File: config.mk
export PLATFORM = sky130hd
export DESIGN_NAME = decode_stage_flat
export DESIGN_NICKNAME = d
export VERILOG_FILES = /design/src/rv_exec_pkg.sv /design/src/pipe_ifs.sv /design/src/decode_stage.sv /design/src/flat_wrapper.sv
export VERILOG_INCLUDE_DIRS = /design/src
export SDC_FILE = /design/constraint.sdc
export NUM_CORES = 1
export LEC_CHECK = 0
export ABC_AREA = 1
export BUFFER_PORTS_ARGS = -buffer_cell sky130_fd_sc_hd__buf_2
export CAP_MARGIN = 0
export CORE_AREA = 2 2 147 149
export CTS_CLUSTER_SIZE = 8
export DETAILED_ROUTE_END_ITERATION = 12
export DIE_AREA = 0 0 149 151
export GPL_TIMING_DRIVEN = 1
export HOLD_SLACK_MARGIN = 0.03
export PLACE_DENSITY = 0.56
export SLEW_MARGIN = 15
export SYNTH_ARGS = -nofsm -noshare
export SYNTH_HDL_FRONTEND = slang
export SYNTH_SLANG_ARGS = --single-unit
File: constraint.sdc
create_clock -name clk -period 1.5 [get_ports clk]
set_clock_uncertainty 0.15 [all_clocks]
set_input_delay 0.075 -clock clk [delete_from_list [all_inputs] [get_ports clk]]
set_output_delay 0.075 -clock clk [all_outputs]
set_load 0.1 [all_outputs]
File: src/rv_exec_params.svh
`ifndef RV_EXEC_PARAMS_SVH
`define RV_EXEC_PARAMS_SVH

// datapath width
`define XLEN 64

// architectural registers
`define NREGS 32
`define REG_AW 5

// byte-addressed data ram of 64-bit words
`define DMEM_WORDS 256
`define DMEM_AW 8

`endif

File: src/rv_exec_pkg.sv
package rv_exec_pkg;

    typedef struct packed {
        logic [6:0] funct7;
        logic [4:0] rs2;
        logic [4:0] rs1;
        logic [2:0] funct3;
        logic [4:0] rd;
        logic [6:0] opcode;
    } instr_r_t;

    typedef struct packed {
        logic [11:0] imm12;
        logic [4:0]  rs1;
        logic [2:0]  funct3;
        logic [4:0]  rd;
        logic [6:0]  opcode;
    } instr_i_t;

    // one instruction word in register or immediate layout
    typedef union packed {
        instr_r_t r;
        instr_i_t i;
    } instr_u;

    typedef enum logic [4:0] {
        ALU_ADD, ALU_SUB, ALU_AND, ALU_OR, ALU_XOR,
        ALU_SLL, ALU_SRL, ALU_SRA, ALU_SLT, ALU_SLTU,
        ALU_MUL, ALU_DIVU, ALU_REMU,
        ALU_ADDW, ALU_SLLW, ALU_SRLW, ALU_SRAW, ALU_DIVW, ALU_REMW,
        ALU_BEQ, ALU_BNE, ALU_BLT, ALU_BGE, ALU_BLTU, ALU_BGEU,
        ALU_PASS // forwards src2
    } alu_op_e;

    typedef enum logic [2:0] {
        MEM_NONE,
        MEM_LD,
        MEM_LW,
        MEM_LH,
        MEM_LB,
        MEM_SD,
        MEM_SW,
        MEM_SB
    } mem_op_e;

endpackage

File: src/pipe_ifs.sv
`timescale 1ns/1ps
`include "rv_exec_params.svh"

interface exec_if;
    import rv_exec_pkg::*;

    logic               valid;
    alu_op_e            alu_op;
    mem_op_e            mem_op;
    logic [`REG_AW-1:0] rd;
    logic               wb_en;
    logic               is_branch;
    logic [`XLEN-1:0]   src1;
    logic [`XLEN-1:0]   src2;       // register or immediate
    logic [`XLEN-1:0]   store_data;

    modport src (output valid, alu_op, mem_op, rd, wb_en, is_branch, src1, src2, store_data);
    modport dst (input valid, alu_op, mem_op, rd, wb_en, is_branch, src1, src2, store_data);
endinterface


File: src/decode_stage.sv
`timescale 1ns/1ps
`include "rv_exec_params.svh"

module decode_stage (
    input  logic               clk,
    input  logic               rst_n,
    input  logic               in_valid,
    input  logic [31:0]        instr,
    output logic [`REG_AW-1:0] rs1_addr,
    output logic [`REG_AW-1:0] rs2_addr,
    input  logic [`XLEN-1:0]   rs1_data,
    input  logic [`XLEN-1:0]   rs2_data,
    exec_if.src                out
);
    import rv_exec_pkg::*;

    localparam logic [6:0] OPC_OP     = 7'b0110011;
    localparam logic [6:0] OPC_OP32   = 7'b0111011;
    localparam logic [6:0] OPC_IMM    = 7'b0010011;
    localparam logic [6:0] OPC_IMM32  = 7'b0011011;
    localparam logic [6:0] OPC_LOAD   = 7'b0000011;
    localparam logic [6:0] OPC_STORE  = 7'b0100011;
    localparam logic [6:0] OPC_BRANCH = 7'b1100011;

    instr_u             iw;
    logic [2:0]         f3;
    logic [6:0]         f7;
    logic [`REG_AW-1:0] rd_sel;
    logic [`XLEN-1:0]   imm_i;
    logic [`XLEN-1:0]   imm_s;
    alu_op_e            op;
    mem_op_e            mop;
    logic               legal;
    logic               wb;
    logic               br;
    logic               use_imm;
    logic               is_store;

    assign iw = instr;

    // rd, rs1 and funct3 sit at the same bits in both views
    assign f3       = iw.r.funct3;
    assign rd_sel   = iw.r.rd;
    assign rs1_addr = iw.r.rs1;
    assign rs2_addr = iw.r.rs2;
    assign f7       = iw.r.funct7;

    assign imm_i = {{52{iw.i.imm12[11]}}, iw.i.imm12};
    assign imm_s = {{52{iw.r.funct7[6]}}, iw.r.funct7, iw.r.rd}; // s-type split field

    always_comb begin
        op       = ALU_PASS;
        mop      = MEM_NONE;
        legal    = 1'b0;
        wb       = 1'b0;
        br       = 1'b0;
        use_imm  = 1'b0;
        is_store = 1'b0;
        case (iw.r.opcode)
            OPC_OP: begin
                legal = 1'b1;
                case ({f7, f3})
                    {7'h00, 3'b000}: op = ALU_ADD;
                    {7'h20, 3'b000}: op = ALU_SUB;
                    {7'h00, 3'b001}: op = ALU_SLL;
                    {7'h00, 3'b010}: op = ALU_SLT;
                    {7'h00, 3'b011}: op = ALU_SLTU;
                    {7'h00, 3'b100}: op = ALU_XOR;
                    {7'h00, 3'b101}: op = ALU_SRL;
                    {7'h20, 3'b101}: op = ALU_SRA;
                    {7'h00, 3'b110}: op = ALU_OR;
                    {7'h00, 3'b111}: op = ALU_AND;
                    {7'h01, 3'b000}: op = ALU_MUL;
                    {7'h01, 3'b101}: op = ALU_DIVU;
                    {7'h01, 3'b111}: op = ALU_REMU;
                    default:         legal = 1'b0;
                endcase
                wb = legal;
            end
            OPC_OP32: begin
                legal = 1'b1;
                case ({f7, f3})
                    {7'h00, 3'b000}: op = ALU_ADDW;
                    {7'h00, 3'b001}: op = ALU_SLLW;
                    {7'h00, 3'b101}: op = ALU_SRLW;
                    {7'h20, 3'b101}: op = ALU_SRAW;
                    {7'h01, 3'b100}: op = ALU_DIVW;
                    {7'h01, 3'b110}: op = ALU_REMW;
                    default:         legal = 1'b0;
                endcase
                wb = legal;
            end
            OPC_IMM: begin
                legal   = 1'b1;
                use_imm = 1'b1;
                case (f3)
                    3'b000: op = ALU_ADD;
                    3'b010: op = ALU_SLT;
                    3'b011: op = ALU_SLTU;
                    3'b100: op = ALU_XOR;
                    3'b110: op = ALU_OR;
                    3'b111: op = ALU_AND;
                    3'b001: op = ALU_SLL;
                    default: op = iw.i.imm12[10] ? ALU_SRA : ALU_SRL; // funct6 picks srai
                endcase
                wb = 1'b1;
            end
            OPC_IMM32: begin
                legal   = (f3 == 3'b000); // addiw only
                use_imm = 1'b1;
                op      = ALU_ADDW;
                wb      = legal;
            end
            OPC_LOAD: begin
                legal   = 1'b1;
                use_imm = 1'b1;
                op      = ALU_ADD;
                case (f3)
                    3'b011:  mop = MEM_LD;
                    3'b010:  mop = MEM_LW;
                    3'b001:  mop = MEM_LH;
                    3'b000:  mop = MEM_LB;
                    default: legal = 1'b0;
                endcase
                wb = legal;
            end
            OPC_STORE: begin
                legal    = 1'b1;
                is_store = 1'b1;
                op       = ALU_ADD;
                case (f3)
                    3'b011:  mop = MEM_SD;
                    3'b010:  mop = MEM_SW;
                    3'b000:  mop = MEM_SB;
                    default: legal = 1'b0;
                endcase
            end
            OPC_BRANCH: begin
                legal = 1'b1;
                br    = 1'b1;
                case (f3)
                    3'b000:  op = ALU_BEQ;
                    3'b001:  op = ALU_BNE;
                    3'b100:  op = ALU_BLT;
                    3'b101:  op = ALU_BGE;
                    3'b110:  op = ALU_BLTU;
                    3'b111:  op = ALU_BGEU;
                    default: legal = 1'b0;
                endcase
            end
            default: legal = 1'b0; // bubble
        endcase
    end

    always_ff @(posedge clk) begin
        if (!rst_n) begin
            out.valid <= 1'b0;
        end else begin
            out.valid <= in_valid && legal;
        end
    end

    always_ff @(posedge clk) begin
        out.alu_op     <= op;
        out.mem_op     <= mop;
        out.rd         <= rd_sel;
        out.wb_en      <= wb;
        out.is_branch  <= br;
        out.src1       <= rs1_data;
        out.src2       <= is_store ? imm_s : (use_imm ? imm_i : rs2_data);
        out.store_data <= rs2_data;
    end

endmodule

File: src/flat_wrapper.sv
// flat-port wrapper written by rule: the top's interface ports become plain ports
module decode_stage_flat import rv_exec_pkg::*;
  (clk, rst_n, in_valid, instr, rs1_addr, rs2_addr, rs1_data, rs2_data, out_valid, out_alu_op, out_mem_op, out_rd, out_wb_en, out_is_branch, out_src1, out_src2, out_store_data);
  exec_if out_i ();
  input  logic clk;
  input  logic rst_n;
  input  logic in_valid;
  input  logic [31:0] instr;
  output logic [`REG_AW-1:0] rs1_addr;
  output logic [`REG_AW-1:0] rs2_addr;
  input  logic [`XLEN-1:0] rs1_data;
  input  logic [`XLEN-1:0] rs2_data;
  output wire logic [$bits(out_i.valid)-1:0] out_valid;
  output wire logic [$bits(out_i.alu_op)-1:0] out_alu_op;
  output wire logic [$bits(out_i.mem_op)-1:0] out_mem_op;
  output wire logic [$bits(out_i.rd)-1:0] out_rd;
  output wire logic [$bits(out_i.wb_en)-1:0] out_wb_en;
  output wire logic [$bits(out_i.is_branch)-1:0] out_is_branch;
  output wire logic [$bits(out_i.src1)-1:0] out_src1;
  output wire logic [$bits(out_i.src2)-1:0] out_src2;
  output wire logic [$bits(out_i.store_data)-1:0] out_store_data;
  assign out_valid = out_i.valid;
  assign out_alu_op = out_i.alu_op;
  assign out_mem_op = out_i.mem_op;
  assign out_rd = out_i.rd;
  assign out_wb_en = out_i.wb_en;
  assign out_is_branch = out_i.is_branch;
  assign out_src1 = out_i.src1;
  assign out_src2 = out_i.src2;
  assign out_store_data = out_i.store_data;
  decode_stage u_core (.clk(clk), .rst_n(rst_n), .in_valid(in_valid), .instr(instr), .rs1_addr(rs1_addr), .rs2_addr(rs2_addr), .rs1_data(rs1_data), .rs2_data(rs2_data), .out(out_i));
endmodule
==> results.ini, run 1 <==
[clock_network]
post_cts_buffers = 0
cts.sinks = 208
hold_buffers = 242
clockRootBuffer = clkbuf_16
post_cts_resized = 93
htree_levels = 1
cts_buffers = 29
cts_max_path_buffers = 3

[yosys]
synth_top_flop_cell = dfxtp_1
synth.distinct_cells = 32
synth_top_area_frac = 0.7079
synth-edff-count = 0
synthTopCellsByCount = dfxtp_1, nand2_1, nand3_1
synth_cells = 539
synthArstFlopShare = 0
ys_ff_latch = 208
syn_avg_cell_area_um2 = 10.91
synth_fp_nets = 702
mappedNetlistArea_mm2 = 0.005882
synth_most_common_cell = dfxtp_1
yosysTopAreaCell = dfxtp_1
ys_seq_area_frac = 0.7079
synthTopCellsByArea = dfxtp_1, nand2_1, nand3_1
synth_warnings = 0

[die]
die_w_um = 149
rows = 53
die_h_um = 151
io_pins = 381
start_util = 0.2825

[run_status]
first-error = [ERROR RSZ-0060] Max buffer count reached.
failed_stage = clock tree synthesis (4_1_cts)
outcome = stopped before the end

[place]
placed_cells = 1174
gp_congestion = 0.8420
dp_slack_ns = -0.03785
port_buffers = 370
hpwlAfterDp_mm = 15.18

[through the flow]
stage	util	setup TNS [ns]	area [um2]	hold slack, ns
floorplan	-	0	5882	-0.04728
global placement	0.3860	-0.1017	8036	0.001176
detailed placement	0.3860	-0.1200	8036	0.001176
[kinds of logic after synthesis]
group,count (synthesis),synth area share
buf+inv,60,0.06063
compound gates,36,0.03553
flops,208,0.7079
mux,4,0.007657
simple gates,231,0.1883
==> run 2: changes to the inputs <==
--- a/config.mk
+++ b/config.mk
@@ -9,13 +9,11 @@
 export ABC_AREA = 1
 export BUFFER_PORTS_ARGS = -buffer_cell sky130_fd_sc_hd__buf_2
 export CAP_MARGIN = 0
-export CORE_AREA = 2 2 147 149
-export CTS_CLUSTER_SIZE = 8
+export CORE_AREA = 2 2 148 150
 export DETAILED_ROUTE_END_ITERATION = 12
-export DIE_AREA = 0 0 149 151
+export DIE_AREA = 0 0 150 152
 export GPL_TIMING_DRIVEN = 1
-export HOLD_SLACK_MARGIN = 0.03
-export PLACE_DENSITY = 0.56
+export PLACE_DENSITY_LB_ADDON = 0.15
 export SLEW_MARGIN = 15
 export SYNTH_ARGS = -nofsm -noshare
 export SYNTH_HDL_FRONTEND = slang
==> run 2 against run 1 <==
The flow now finishes, with violations (negative hold slack); area after synthesis unchanged; synthesized cell count did not move.
==> results.ini, run 2 <==
[power]
p_int_mw = 10.18
p_sw_frac = 0.3334
p_sw_mw = 5.091
ir_worst_vdd_mv = 0.6775
power_frac_clock = 0.380
power_frac_comb = 0.234
p_seq_frac = 0.387
p_per_area_mw_per_mm2 = 1420
p_leak_nw = 5.480

[clock_network]
cts.sinks = 208  ; unchanged
htree_levels = 1  ; unchanged
cts_buffers = 24  ; -17%
clockRootBuffer = clkbuf_16
cts_max_path_buffers = 3  ; unchanged
clk_pin_slew_ns = 0.06
cts_tree = done

[yosys]
yosysTopAreaCell = dfxtp_1
synthTopCellsByArea = dfxtp_1, nand2_1, nand3_1
synth_fp_nets = 702  ; unchanged
ys_seq_area_frac = 0.7079  ; unchanged
synth.distinct_cells = 32  ; unchanged
synth_most_common_cell = dfxtp_1
mappedNetlistArea_mm2 = 0.005882  ; unchanged
synthArstFlopShare = 0  ; unchanged
synth_cells = 539  ; unchanged
ys_ff_latch = 208  ; unchanged
synth-edff-count = 0  ; unchanged
synth_top_flop_cell = dfxtp_1
synth_top_area_frac = 0.7079  ; unchanged
synth_warnings = 0  ; unchanged
syn_avg_cell_area_um2 = 10.91  ; unchanged
synthTopCellsByCount = dfxtp_1, nand2_1, nand3_1

[critical_path]
cp.required_ns = 1.27
slowest_stage = buf_2
crit_family = buffers and inverters
arrival_ns = 1.26
path_depth = 1
path_class = reg -> out
path_buf_inv = 1
crit_path_max_incr_delay_ns = 0.43
crit_path_start_kind = flip-flop
cp_cell_sequence = buf_2
critPathCaptureType = output pin
crit_fanout = 1

[die]
die_w_um = 150  ; +0.67%
design.die.area_mm2 = 0.02280
core_mm2 = 0.02135
die_h_um = 152  ; +0.66%
io_pins = 381  ; unchanged
start_util = 0.2755  ; -0.006986
rows = 54  ; +1.9%

[sta]
worst_slew_pin_slew_ns = 0.5244
worst_hold_slack_ns = -0.01479
setup_viol = 0
hold_viol_final = 8
fin_crit_ns = 1.483
post-route-period-util = 0.9890
fmax_mhz = 674.1
tns_ns = 0
relSlewSlack = 0.6528
slew_viol_final = 0

[route]
firstDrtPassIters = 4
drtIter0Drc = 291
wirelength_mm = 21.35
via_per_inst = 4.044
via_count = 5642
post_drt_wl_per_cell_um = 15.30
drc = 0
ant_nets = 0

[global_routing]
track_usage = 0.1780
grt.overflow.total = 0
antenna_found_initial = 5
grt_pass1_vias = 5788
grt_pass1_wl_mm = 31.81
grt_max_degree = 54

[cells_and_area]
fin_nets = 1259
drive_gt1_frac = 0.4302
layout_commonest_cell = buf_2
layout_common_cells = buf_2, dfxtp_1, dlygate4sd3_1
area_growth_syn_to_layout_pct = 82.83
top_regs = u_core.out.src1: 64 flops, u_core.out.src2: 64 flops, u_core.out.store_data: 64 flops

[job]
drv_cap = 0

[run_status]
violations = negative hold slack
outcome = finished, violations left

[place]
gp_congestion = 0.8290  ; -1.5%
port_buffers = 370  ; unchanged
hpwlAfterDp_mm = 15.11  ; -0.43%

[hold_path]
hold_path_class = in -> reg
worstHoldPathCells = 5

==> run 2: cell counts after synthesis <==
Identical to the previous run, type by type.
==> run 2: cells by family after synthesis <==
logic type	count (synthesis)	synth area share
simple gates	231	0.1883
flops	208	0.7079
buf+inv	60	0.06063
compound gates	36	0.03553
mux	4	0.007657
==> run 2: tightest hold or removal path, cell delays in order <==
cell and delay (ns):
buf_2 0.11, buf_6 0.12, nand2_4 0.05, buf_12 0.17
nand2_1 0.07
==> run 2: final cells by class <==
type	instances	area [um2]
diodes	4	10.01
clock buffers	30	644.4
clock inverters	11	146.4
fillers	1997	10600
inverters	30	115.1
multi-input cells	271	1404
flip-flops and latches	208	4164
well taps	280	350.3
repair buffers	561	3920
==> run 2: final timing paths <==
path	startpoint	end	slack, ns
max	u_core.out.src1[49]	out_src1[49]	0.02
min	instr[31]	u_core.out.src2[62]	-0.01
==> run 2: repair_timing <==
item,CTS,global route
setup buffers,0,2
pin swaps,0,4
setup endpoints to repair,11,64
hold endpoints to repair,208,2
resized for setup,11,73
hold buffers,166,2
==> run 2: stage by stage <==
stage / worst slack, ns / cell area, um2 / util / power [mW] / instances
2_1_floorplan: 0.1971 / 5882 / - / 8.623 / 539
3_3_place_gp: -0.04314 / 8068 / 0.3779 / 9.191 / 1184
3_5_place_dp: -0.08531 / 8068 / 0.3779 / 9.196 / 1184
4_1_cts: 0.0008408 / 10550 / 0.4940 / 15.36 / 1391
5_1_grt: -0.01733 / 10750 / 0.5037 / 15.83 / 1395
6_report: 0.01651 / 10750 / 0.5037 / 15.27 / 1395
==> run 2: power by group through the flow <==
| stage | Combinational [mW] | Clock [mW] | Sequential, mW |
|---|---|---|---|
| global route | 3.69 | 6.21 | 5.93 |
| detailed placement | 3.17 | 0 | 6.02 |
| CTS | 3.53 | 5.93 | 5.90 |
| floorplan | 0.325 | 0 | 8.30 |
| global placement | 3.18 | 0 | 6.01 |
| finish | 3.57 | 5.80 | 5.91 |
==> run 2: layer usage <==
metal	global-route usage	part of all wire
met1	0.1816	0.36
met2	0.3375	0.54
met3	0.05465	0.082
met4	0.06110	0.021
met5	0	0.00061
No activity file was read; power rests on OpenSTA's default activity.
